$ cat config.mk
export PLATFORM = sky130hd
export DESIGN_NAME = axil_read_arbiter
export DESIGN_NICKNAME = d
export VERILOG_FILES = /design/src/hw/axil_pmem_pkg.sv /design/src/hw/axil_read_arbiter.sv
export SDC_FILE = /design/constraint.sdc
export NUM_CORES = 1
export LEC_CHECK = 0
export ABC_CLOCK_PERIOD_IN_PS = 2200
export BUFFER_PORTS_ARGS = -buffer_cell sky130_fd_sc_hd__buf_4
export CAP_MARGIN = 25
export CORE_AREA = 2 2 82 84
export DETAILED_ROUTE_END_ITERATION = 7
export DIE_AREA = 0 0 84 86
export PLACE_DENSITY = 0.65
export SLEW_MARGIN = 20
export SYNTH_ARGS = -nofsm -noshare
export SYNTH_HDL_FRONTEND = slang
export SYNTH_SLANG_ARGS = --single-unit
$ cat constraint.sdc
create_clock -name aclk -period 2.2 [get_ports aclk]
set_input_delay 0.44 -clock aclk [delete_from_list [all_inputs] [get_ports aclk]]
set_output_delay 0.44 -clock aclk [all_outputs]
set_load 0.005 [all_outputs]
$ cat src/hw/axil_pmem_pkg.sv
package axil_pmem_pkg;

    localparam int addr_width = 32;
    localparam int data_width = 32;
    localparam int strb_width = data_width / 8;   // one strobe per byte lane.

    localparam int mem_depth = 1024;              // words.
    localparam int mem_index_width = 10;

    typedef logic [addr_width-1:0] addr_t;        // byte address.
    typedef logic [data_width-1:0] data_t;
    typedef logic [strb_width-1:0] strb_t;
    typedef logic [mem_index_width-1:0] index_t;  // word index into the ram.
    typedef logic [1:0] resp_t;

    localparam resp_t resp_okay = 2'd0;
    localparam resp_t resp_slverr = 2'd2;

    // read arbiter phases.
    typedef enum logic [1:0] {
        arb_idle,
        arb_addr,
        arb_data
    } arb_state_t;

endpackage

$ cat src/hw/axil_read_arbiter.sv
`timescale 1ns/10ps

module axil_read_arbiter (
    input  logic                   aclk,
    input  logic                   areset_n,

    input  logic                   if_arvalid,
    output logic                   if_arready,
    input  axil_pmem_pkg::addr_t   if_araddr,
    output logic                   if_rvalid,
    input  logic                   if_rready,
    output axil_pmem_pkg::data_t   if_rdata,
    output axil_pmem_pkg::resp_t   if_rresp,

    input  logic                   ls_arvalid,
    output logic                   ls_arready,
    input  axil_pmem_pkg::addr_t   ls_araddr,
    output logic                   ls_rvalid,
    input  logic                   ls_rready,
    output axil_pmem_pkg::data_t   ls_rdata,
    output axil_pmem_pkg::resp_t   ls_rresp,

    output logic                   arvalid,
    input  logic                   arready,
    output axil_pmem_pkg::addr_t   araddr,
    input  logic                   rvalid,
    output logic                   rready,
    input  axil_pmem_pkg::data_t   rdata,
    input  axil_pmem_pkg::resp_t   rresp
);

    axil_pmem_pkg::arb_state_t state;
    logic [1:0] grant;                   // bit 0 fetch, bit 1 load/store.
    logic prio;                          // set when load/store is preferred.
    logic pick_ls;
    logic ar_phase;
    logic r_phase;

    assign pick_ls = ls_arvalid && (!if_arvalid || prio);

    always_ff @(posedge aclk) begin
        if (areset_n) begin
            state <= axil_pmem_pkg::arb_idle;
            grant <= 2'b00;
            prio <= 1'b0;                // fetch first.
        end else begin
            case (state)
                axil_pmem_pkg::arb_idle: begin
                    if (if_arvalid || ls_arvalid) begin
                        grant <= pick_ls ? 2'b10 : 2'b01;
                        state <= axil_pmem_pkg::arb_addr;
                    end
                end
                axil_pmem_pkg::arb_addr: begin
                    if (arvalid && arready) begin
                        state <= axil_pmem_pkg::arb_data;
                    end
                end
                axil_pmem_pkg::arb_data: begin
                    if (rvalid && rready) begin
                        prio <= grant[0];    // hand priority to the other port.
                        state <= axil_pmem_pkg::arb_idle;
                    end
                end
                default: begin
                    state <= axil_pmem_pkg::arb_idle;
                end
            endcase
        end
    end

    assign ar_phase = state == axil_pmem_pkg::arb_addr;
    assign r_phase = state == axil_pmem_pkg::arb_data;

    assign arvalid = ar_phase && (grant[1] ? ls_arvalid : if_arvalid);
    assign araddr = grant[1] ? ls_araddr : if_araddr;
    assign if_arready = ar_phase && grant[0] && arready;
    assign ls_arready = ar_phase && grant[1] && arready;

    assign rready = r_phase && (grant[1] ? ls_rready : if_rready);
    assign if_rvalid = r_phase && grant[0] && rvalid;
    assign ls_rvalid = r_phase && grant[1] && rvalid;
    assign if_rdata = rdata;             // qualified by the gated valid.
    assign if_rresp = rresp;
    assign ls_rdata = rdata;
    assign ls_rresp = rresp;

    grant_check: assert property (@(posedge aclk) disable iff (areset_n)
        $onehot0(grant) && (!$stable(grant) -> $past(state) == axil_pmem_pkg::arb_idle));

endmodule

==> flow_metrics.tcl <==
set metrics [dict create \
    first_iter_violations 4 \
    critical-path-slowest-cell "dfxtp_2" \
    grt_max_degree 22 \
    die_h_microns 86 \
    synthesis.nets 244 \
    first_global_vias 1078 \
    antenna_found_initial 0 \
    netlist.area_leader.share_pct 42.0 \
    min_delay_path_depth 2 \
    min_from "areset_n" \
    via_per_inst 3.95 \
    cp-end-kind "output pin" \
    fmax_ghz 0.507 \
    pwr_density_cell_nw_per_um2 341 \
    cts_sinks 5 \
    finalHoldViolations 0 \
    synth_top_area_cell "buf_4" \
    hold_class "in -> reg" \
    clk_pin_slew_worst_paths_ps 40 \
    diodes 0 \
    rrSetupSlack_ps 790 \
    irDropWorstVdd_mv 0.260 \
    skew_ps 1.66 \
    wl_mm 3.61 \
    syn2layout_area_growth_pct 36.6 \
    cts_root_buf "clkbuf_8" \
    r2r_cells 3 \
    final_util_pct 26.4 \
    drive_gt1_share_pct 82.8 \
    cp-start-kind "flip-flop" \
    num_vias 1015 \
    synth_area_per_cell_sq_um 8.80 \
    fin_tns_setup_ps 0 \
    slew_headroom_pct 70.7 \
    core_sq_um 6280 \
    io_buffer_count 109 \
    io_pins 212 \
    cp_max_fo 21 \
    hold_buffers 0 \
    layout_min_cycle_time_ps 1970 \
    dr.pass1.iters 2 \
    post-cts-setup-buffers 0 \
    finalWeightedCongestion 0.667 \
    fp-row-count 29 \
    start_util_pct 19.4 \
    ant_nets 0 \
    rsz0062_at_grt "false" \
    clockBufferDepth 2 \
    post-route-drc-count 0 \
    grt_overflow 0 \
    mostFrequentLayoutCells "buf_4 (109), mux2_2 (32), and3_1 (4), dfxtp_1 (4)" \
    ys_types 23 \
    worst_path_largest_cell_delay_ps 600 \
    drv_slew 0 \
    path_buf_inv 2 \
    crit_type "reg -> out" \
    layout.nets 287 \
    dieArea_sq_um 7220 \
    cp_top_family "flip-flops" \
    tightestPinTransition_ps 440 \
    worstPathCellList "buf_12 -> mux2_2 -> buf_4" \
    period_share_pct 89.6 \
    maxCapViolCount 0 \
    synth.mux.area_fraction_pct 32.5 \
    cts_buffers 3 \
    netlist_instances 138 \
    grt_use_total_pct 9.41 \
    grt_pass1_wl_mm 5.45 \
    holdPathEnd "grant[1]$_SDFFE_PP0P_" \
    synth_xor_xnor_area_share_pct 0 \
    final_common_cell "buf_4" \
    crit_arrival_ps 1530 \
    synth_compound_area_share_pct 2.27 \
    clock_latency_ps 220 \
    h-tree-depth 1 \
    setup_viol 0 \
    yosys_warnings 0 \
    synth_fa_ha_area_share_pct 0 \
    yosys.area_share.simple_pct 12.5 \
    cts_tree "done" \
    dp.final_hpwl_mm 3.19 \
    ys_seq_area_share_pct 8.24 \
    wl_per_cell_microns 14.0 \
    fill_cells 695 \
    total_power_mw 0.566 \
    outcome "completed" \
    required_ps 1760 \
    ctsResizeCount 0 \
    synth-seq-cells 5 \
    die_x_microns 84 \
    synth_top_family_by_area "buffers and inverters" \
    timing.rr.end "state[0]$_SDFFE_PP0P_" \
    syn_area_sq_um 1210 \
    synth_area_leaders "buf_4 (42%), mux2_2 (30%), dfxtp_1 (8.2%)" \
    p_leak_nw 0.812 \
    r2r_start "grant[1]$_SDFFE_PP0P_" \
]
layer usage:
| layer | part of all wire, % | wire length (microns) | track usage (%) | up-vias |
|---|---|---|---|---|
| li1 | - | - | - | 480 |
| met1 | 35 | 1250 | 10.1 | 440 |
| met2 | 51 | 1840 | 16.7 | 93 |
| met3 | 14 | 497 | 4.72 | 2 |
| met4 | 0.50 | 18 | 2.20 | 0 |
| met5 | 0 | 0 | 0 | - |
cell usage after synthesis (all sizes together):
library cell  instances
nor2b                 3
and2                  2
nor4                  1
o21ai                 1
inv                   1
mux2                 33
or3b                  2
nor3b                 1
nand2b                2
and2b                 1
a2bb2oi               2
a21oi                 1
nand3                 1
mux2i                 2
dfxtp                 5
and3                  5
nor2                  2
nor3                  1
buf                  72
how the worst max path moves through the flow:
stage                                     start  slack, ps         end  cells past startpoint
after floorplan           grant[1]$_SDFFE_PP0P_        770  araddr[10]                      3
after global placement    grant[1]$_SDFFE_PP0P_        460  araddr[13]                      3
after detailed placement  grant[1]$_SDFFE_PP0P_        430  araddr[13]                      3
after CTS                 grant[1]$_SDFFE_PP0P_        190  araddr[13]                      3
after global routing      grant[1]$_SDFFE_PP0P_        130  araddr[10]                      3
final                     grant[1]$_SDFFE_PP0P_        230  araddr[13]                      3
per-stage QoR:
step                      worst slack (ps)  std cells  cell area [sq um]  hold WS, ps
after CTS                              188        257               1660          429
after floorplan                        765        138               1210          457
after global placement                 458        253               1610          479
after global routing                   133        257               1660          437
after detailed placement               428        253               1610          497
final                                  228        257               1660          429
layout make-up:
type	count	area, sq um	area share (%)
timing repair buffer	110	838	50.5
multi-input combinational	60	574	34.6
sequential	5	101	6.11
tap	77	96.3	5.81
clock buffer	4	45.0	2.71
inverter	1	3.75	0.226
cell families after synthesis:
group,after synthesis
AND/OR/NAND/NOR,21
flip-flops,5
multiplexers,35
AO/OA/AOI/OAI,4
buffers and inverters,73
sequential cells by signal, summed over array words and instances, names as in the netlist:
register / flops
grant: 2
state: 2
prio: 1
power breakdown:
group          leakage [nW]  internal (mW)  switching (mW)
sequential           0.0415         0.0970          0.0135
combinational         0.748          0.203          0.0794
clock                0.0228          0.125          0.0481
total                 0.812          0.425           0.141
Power figures use the tool's default switching activity.
