[src/hw/axil_pmem_pkg.sv]
package axil_pmem_pkg;

    localparam int addr_width = 32;
    localparam int data_width = 32;
    localparam int strb_width = data_width / 8;   // one strobe per byte lane.

    localparam int mem_depth = 1024;              // words.
    localparam int mem_index_width = 10;

    typedef logic [addr_width-1:0] addr_t;        // byte address.
    typedef logic [data_width-1:0] data_t;
    typedef logic [strb_width-1:0] strb_t;
    typedef logic [mem_index_width-1:0] index_t;  // word index into the ram.
    typedef logic [1:0] resp_t;

    localparam resp_t resp_okay = 2'd0;
    localparam resp_t resp_slverr = 2'd2;

    // read arbiter phases.
    typedef enum logic [1:0] {
        arb_idle,
        arb_addr,
        arb_data
    } arb_state_t;

endpackage

[src/hw/axil_pmem_slave.sv]
`timescale 1ns/10ps

module axil_pmem_slave (
    input  logic                   aclk,
    input  logic                   areset_n,

    input  logic                   awvalid,
    output logic                   awready,
    input  axil_pmem_pkg::addr_t   awaddr,

    input  logic                   wvalid,
    output logic                   wready,
    input  axil_pmem_pkg::data_t   wdata,
    input  axil_pmem_pkg::strb_t   wstrb,

    output logic                   bvalid,
    input  logic                   bready,
    output axil_pmem_pkg::resp_t   bresp,

    input  logic                   arvalid,
    output logic                   arready,
    input  axil_pmem_pkg::addr_t   araddr,

    output logic                   rvalid,
    input  logic                   rready,
    output axil_pmem_pkg::data_t   rdata,
    output axil_pmem_pkg::resp_t   rresp,

    output logic                   ram_we,
    output axil_pmem_pkg::index_t  ram_waddr,
    output axil_pmem_pkg::data_t   ram_wdata,
    output axil_pmem_pkg::strb_t   ram_wstrb,
    output logic                   ram_re,
    output axil_pmem_pkg::index_t  ram_raddr,
    input  axil_pmem_pkg::data_t   ram_rdata
);

    // no address bits set above the word index.
    function automatic logic in_range(axil_pmem_pkg::addr_t addr);
        return addr[axil_pmem_pkg::addr_width-1:axil_pmem_pkg::mem_index_width+2] == '0;
    endfunction

    function automatic axil_pmem_pkg::index_t word_index(axil_pmem_pkg::addr_t addr);
        return addr[axil_pmem_pkg::mem_index_width+1:2];
    endfunction

    logic aw_hs;
    logic w_hs;
    logic b_hs;
    logic aw_done;                       // address captured.
    logic w_done;                        // data captured.
    axil_pmem_pkg::addr_t aw_buf;
    axil_pmem_pkg::data_t w_buf;
    axil_pmem_pkg::strb_t strb_buf;
    logic wr_fire;                       // pair is whole this cycle.
    axil_pmem_pkg::addr_t wr_addr;
    logic wr_ok;

    logic ar_hs;
    logic r_hs;
    logic rd_ok;

    assign aw_hs = awvalid && awready;
    assign w_hs = wvalid && wready;
    assign b_hs = bvalid && bready;

    always_ff @(posedge aclk) begin
        if (areset_n) begin
            awready <= 1'b0;
            aw_done <= 1'b0;
        end else begin
            if (aw_hs) begin
                awready <= 1'b0;
            end else if (awvalid && !aw_done) begin
                awready <= 1'b1;
            end
            if (aw_hs) begin
                aw_done <= 1'b1;
            end else if (b_hs) begin
                aw_done <= 1'b0;           // freed by the response.
            end
        end
    end

    always_ff @(posedge aclk) begin
        if (areset_n) begin
            wready <= 1'b0;
            w_done <= 1'b0;
        end else begin
            if (w_hs) begin
                wready <= 1'b0;
            end else if (wvalid && !w_done) begin
                wready <= 1'b1;
            end
            if (w_hs) begin
                w_done <= 1'b1;
            end else if (b_hs) begin
                w_done <= 1'b0;
            end
        end
    end

    always_ff @(posedge aclk) begin
        if (aw_hs) begin
            aw_buf <= awaddr;
        end
        if (w_hs) begin
            w_buf <= wdata;
            strb_buf <= wstrb;
        end
    end

    // live values win over the buffers in the completing cycle.
    assign wr_fire = (aw_hs && (w_done || w_hs)) || (w_hs && aw_done);
    assign wr_addr = aw_hs ? awaddr : aw_buf;
    assign wr_ok = in_range(wr_addr);

    assign ram_we = wr_fire && wr_ok;
    assign ram_waddr = word_index(wr_addr);
    assign ram_wdata = w_hs ? wdata : w_buf;
    assign ram_wstrb = w_hs ? wstrb : strb_buf;

    always_ff @(posedge aclk) begin
        if (areset_n) begin
            bvalid <= 1'b0;
        end else if (wr_fire) begin
            bvalid <= 1'b1;
        end else if (b_hs) begin
            bvalid <= 1'b0;
        end
    end

    always_ff @(posedge aclk) begin
        if (wr_fire) begin
            bresp <= wr_ok ? axil_pmem_pkg::resp_okay : axil_pmem_pkg::resp_slverr;
        end
    end

    assign ar_hs = arvalid && arready;
    assign r_hs = rvalid && rready;

    // rvalid doubles as the pending read flag.
    always_ff @(posedge aclk) begin
        if (areset_n) begin
            arready <= 1'b0;
            rvalid <= 1'b0;
        end else begin
            if (ar_hs) begin
                arready <= 1'b0;
            end else if (arvalid && !rvalid) begin
                arready <= 1'b1;
            end
            if (ar_hs) begin
                rvalid <= 1'b1;
            end else if (r_hs) begin
                rvalid <= 1'b0;
            end
        end
    end

    always_ff @(posedge aclk) begin
        if (ar_hs) begin
            rd_ok <= in_range(araddr);
        end
    end

    assign ram_re = ar_hs;
    assign ram_raddr = word_index(araddr);
    assign rdata = rd_ok ? ram_rdata : '0;   // ram output holds until the next read.
    assign rresp = rd_ok ? axil_pmem_pkg::resp_okay : axil_pmem_pkg::resp_slverr;

    b_hold: assert property (@(posedge aclk) disable iff (areset_n)
        bvalid && !bready |=> bvalid && $stable(bresp));

    r_hold: assert property (@(posedge aclk) disable iff (areset_n)
        rvalid && !rready |=> rvalid && $stable(rdata) && $stable(rresp));

    // an out of range pair leaves memory alone and answers with an error.
    oor_write: assert property (@(posedge aclk) disable iff (areset_n)
        wr_fire && !wr_ok |-> !ram_we ##1 (bvalid && bresp == axil_pmem_pkg::resp_slverr));

endmodule

[config.mk]
export PLATFORM = sky130hd
export DESIGN_NAME = axil_pmem_slave
export DESIGN_NICKNAME = d
export VERILOG_FILES = /design/src/hw/axil_pmem_pkg.sv /design/src/hw/axil_pmem_slave.sv
export SDC_FILE = /design/constraint.sdc
export NUM_CORES = 1
export LEC_CHECK = 0
export ABC_AREA = 1
export BUFFER_PORTS_ARGS = -buffer_cell sky130_fd_sc_hd__buf_2
export CAP_MARGIN = 0
export CELL_PAD_IN_SITES_DETAIL_PLACEMENT = 0
export CELL_PAD_IN_SITES_GLOBAL_PLACEMENT = 1
export CORE_UTILIZATION = 26
export CTS_CLUSTER_DIAMETER = 80
export DETAILED_ROUTE_END_ITERATION = 12
export PLACE_DENSITY = 0.8
export SLEW_MARGIN = 20
export SYNTH_ARGS = -nofsm -noshare
export SYNTH_HDL_FRONTEND = slang
export SYNTH_SLANG_ARGS = --single-unit
[constraint.sdc]
create_clock -name aclk -period 1.6 [get_ports aclk]
set_input_delay 0 -clock aclk [delete_from_list [all_inputs] [get_ports aclk]]
set_output_delay 0 -clock aclk [all_outputs]
set_load 0.05 [all_outputs]
==> summary.txt <==
Global route
  – Met2 usage: 0.310
  – First-pass GRT wire length: 16.4 mm
  – Initial antenna violation count: 1
  – Pin count of the biggest net entering global routing: 35
  – M1 GR Usage: 0.164
  – M3 GR Usage: 0.0380
  – Remaining Overflow, GRT: 0
  – GR peak layer: met2
  – Vias in the first global route: 3737
  – Total GRT Usage: 0.165

Synthesis
  – Syn Inst Count: 442
  – Most used DFF post-synth: dfxtp_1
  – EDFF count, synth: 2
  – Synth area leader: dfxtp_1
  – Sequential-to-total area share from yosys stat: 0.476
  – Async SR Flop Fraction: 0
  – Post-synthesis average cell area: 7.23 µm²
  – Synth area leaders: dfxtp_1 (46%), nand2_1 (23%), inv_1 (5.8%)
  – Synth warn: 0
  – Cell variety after synth: 24
  – Most common cell in the netlist: nand2_1
  – Post-synth top area share: 0.457
  – Yosys reg bits: 75
  – Mapped Area: 0.00320 mm²
  – Most frequent cells after synthesis: nand2_1 (200), dfxtp_1 (73), inv_1 (49)

Detailed routing
  – DR vias: 3645
  – Drt wl/cell: 12.5 µm
  – Number of nets with antenna violations after routing: 0
  – TritonRoute pass-1 iters: 5
  – Routed WL: 10.8 mm
  – Vias per cell: 4.22
  – DRT iter0 DRCs: 95
  – Post-route DRC: 0

Worst setup path
  – Worst Path Arrival: 1730 ps
  – CP Launch Type: register
  – WP data required: 1600 ps
  – Critical path class: reg2out
  – Crit path largest cell delay: 490 ps
  – Cell chain of the critical path: nand2_8 > nand2_2 > nand2_2 > nor2_2 > nand2_1 > nor2_2 > nand3_2 > nor2_4 > buf_8
  – CP Capture Type: primary output
  – Crit-path slowest cell: dfxtp_4
  – CP Max Fanout: 9

Clock tree
  – CTS Buffer Depth: 2
  – Clock transition at the registers of the reported paths: 60 ps
  – CTS Buf Count: 9
  – Worst skew pair latency: 330 ps
  – H-tree level count: 3
  – CTS tree: done
  – CTS Root Buffer Type: clkbuf_16
  – Number of clock sinks: 75

Place
  – Routability cong.: 0.720
  – DP HPWL: 7.31 mm
  – Post-DP Area: 0.00426 mm²
  – Port-buffer cells: 211

Final layout
  – Fillers: 1167
  – # nets final: 850
  – Layout area overhead: 73.3%
  – Share of layout cells above drive strength 1: 0.422
  – FF+latch area: 0.00153 mm²
  – Multi-input gate area: 0.00130 mm²
  – Fin area: 0.00554 mm²

Timing
  – RSZ-0062 raised after global routing: true
  – Hold WS: 0.0220 ps
  – Layout Skew: 8.97 ps
  – Final Max Slew Viols: 0
  – Tcrit/Tclk final: 1.08
  – Tmin final: 1730 ps
  – Final WS setup: -126 ps
  – Setup TNS: -126 ps
  – Fmax: 579 MHz
  – Hold Vio Cnt, Final: 0
  – Final setup vio count: 1

Power
  – Leak: 0.00310 µW
  – Pwr/cell area: 1290 mW/mm²
  – VDD IR max: 819 µV
  – Overall power: 7120 µW

Floorplan
  – Rows: 40
  – DIE AREA: 0.0127 mm²
  – Die W: 113 µm
  – I/O Pins: 238
  – Die Y: 113 µm
  – Initial Util: 0.266
  – Placeable Area: 0.0120 mm²

Worst hold path
  – Min-delay worst type: in2out

Outcome
  – Status: finished, violations left
  – Failing checks: setup timing

Flow run
  – Max-cap violations: 0
worst max-delay path: cells and delay by family (launching register included):
kind	cells	cell delay, ps
DFF	1	490
and+or+nand+nor	8	760
buffers and inverters	1	150
per-layer routing:
| metal | vias to the layer above | share of wire |
|---|---|---|
| met5 | - | 0 |
| met4 | 0 | 0.041 |
| met1 | 1613 | 0.38 |
| met3 | 30 | 0.063 |
| met2 | 162 | 0.52 |
| li1 | 1840 | - |
registers in the layout (all words and copies together) (netlist names):
signal and count:
w_buf 32, aw_buf 30, strb_buf 4, arready 1
aw_done 1, awready 1, bresp 1, bvalid 1
rd_ok 1, rvalid 1, w_done 1, wready 1
report_power, final:
part | internal [µW] | total, µW | switching [µW] | leakage, µW
Clock | 1140 | 1920 | 778 | 0.000142
Combinational | 896 | 2790 | 1900 | 0.00233
Sequential | 2280 | 2410 | 134 | 0.000630
Total | 4310 | 7120 | 2810 | 0.00310
area by class of cell:
class	count	share of cell area
antenna	1	0.000452
multi-input combinational	279	0.235
clock inverter	5	0.00632
sequential	75	0.276
timing repair buffer	297	0.370
inverter	49	0.0337
tap	147	0.0332
clock buffer	11	0.0456
final timing paths:
| check | endpoint | from | slack, ps | cells past startpoint |
|---|---|---|---|---|
| max | ram_we | awready | -130 | 9 |
| min | ram_raddr[9] | araddr[11] | 0.02 | 0 |
| max reg2reg | aw_done | awready | 60 | 4 |
| min reg2reg | aw_buf[7] | aw_buf[7] | 450 | 2 |
through the flow:
stage,setup WS (ps),utilization,cells
after floorplan,-102,-,443
after global placement,85.0,0.355,766
after detailed placement,39.2,0.355,766
after CTS,-155,0.452,862
after global routing,-255,0.461,864
final,-126,0.461,864
timing repair:
item | in CTS | in global routing
gates cloned | 3 | 1
endpoints found under the setup margin | 45 | 37
setup buffers | 5 | 0
gates resized for setup | 29 | 34
hold buffers | 72 | 0
endpoints found under the hold margin | 72 | 0
pin swaps | 3 | 0
logic make-up (layout without fill, tap and decap cells):
kind of cell           Yosys count  count (layout)  share of synthesized area
and+or+nand+nor                264             266                      0.352
buffers and inverters           91             362                      0.151
DFF                             75              75                      0.476
AOI/OAI and AO/OA               11              11                     0.0192
other                            1               3                    0.00117
cells in the final DEF, fill, tap and decap left out:
cell and count:
nor3_1 3, nor2_2 10, conb_1 2, a21o_1 1, clkinv_2 2, buf_12 2
clkbuf_16 10, dfxtp_1 71, buf_2 177, nor4_1 5, inv_1 48, clkbuf_4 13
nor2_1 7, edfxtp_1 2, diode_2 1, clkbuf_8 2, nand3_2 1, o21ai_1 1
buf_4 22, inv_4 1, dfxtp_4 1, nor2_4 1, clkinvlp_4 1, dlygate4sd3_1 72
buf_6 9, o21ai_2 4, clkinv_4 1, dfxtp_2 1, buf_8 1, nand3_1 17
a21oi_1 5, nand2_1 180, inv_6 1, nand2_2 39, nand2_8 3
(Power assumes the default switching activity.)
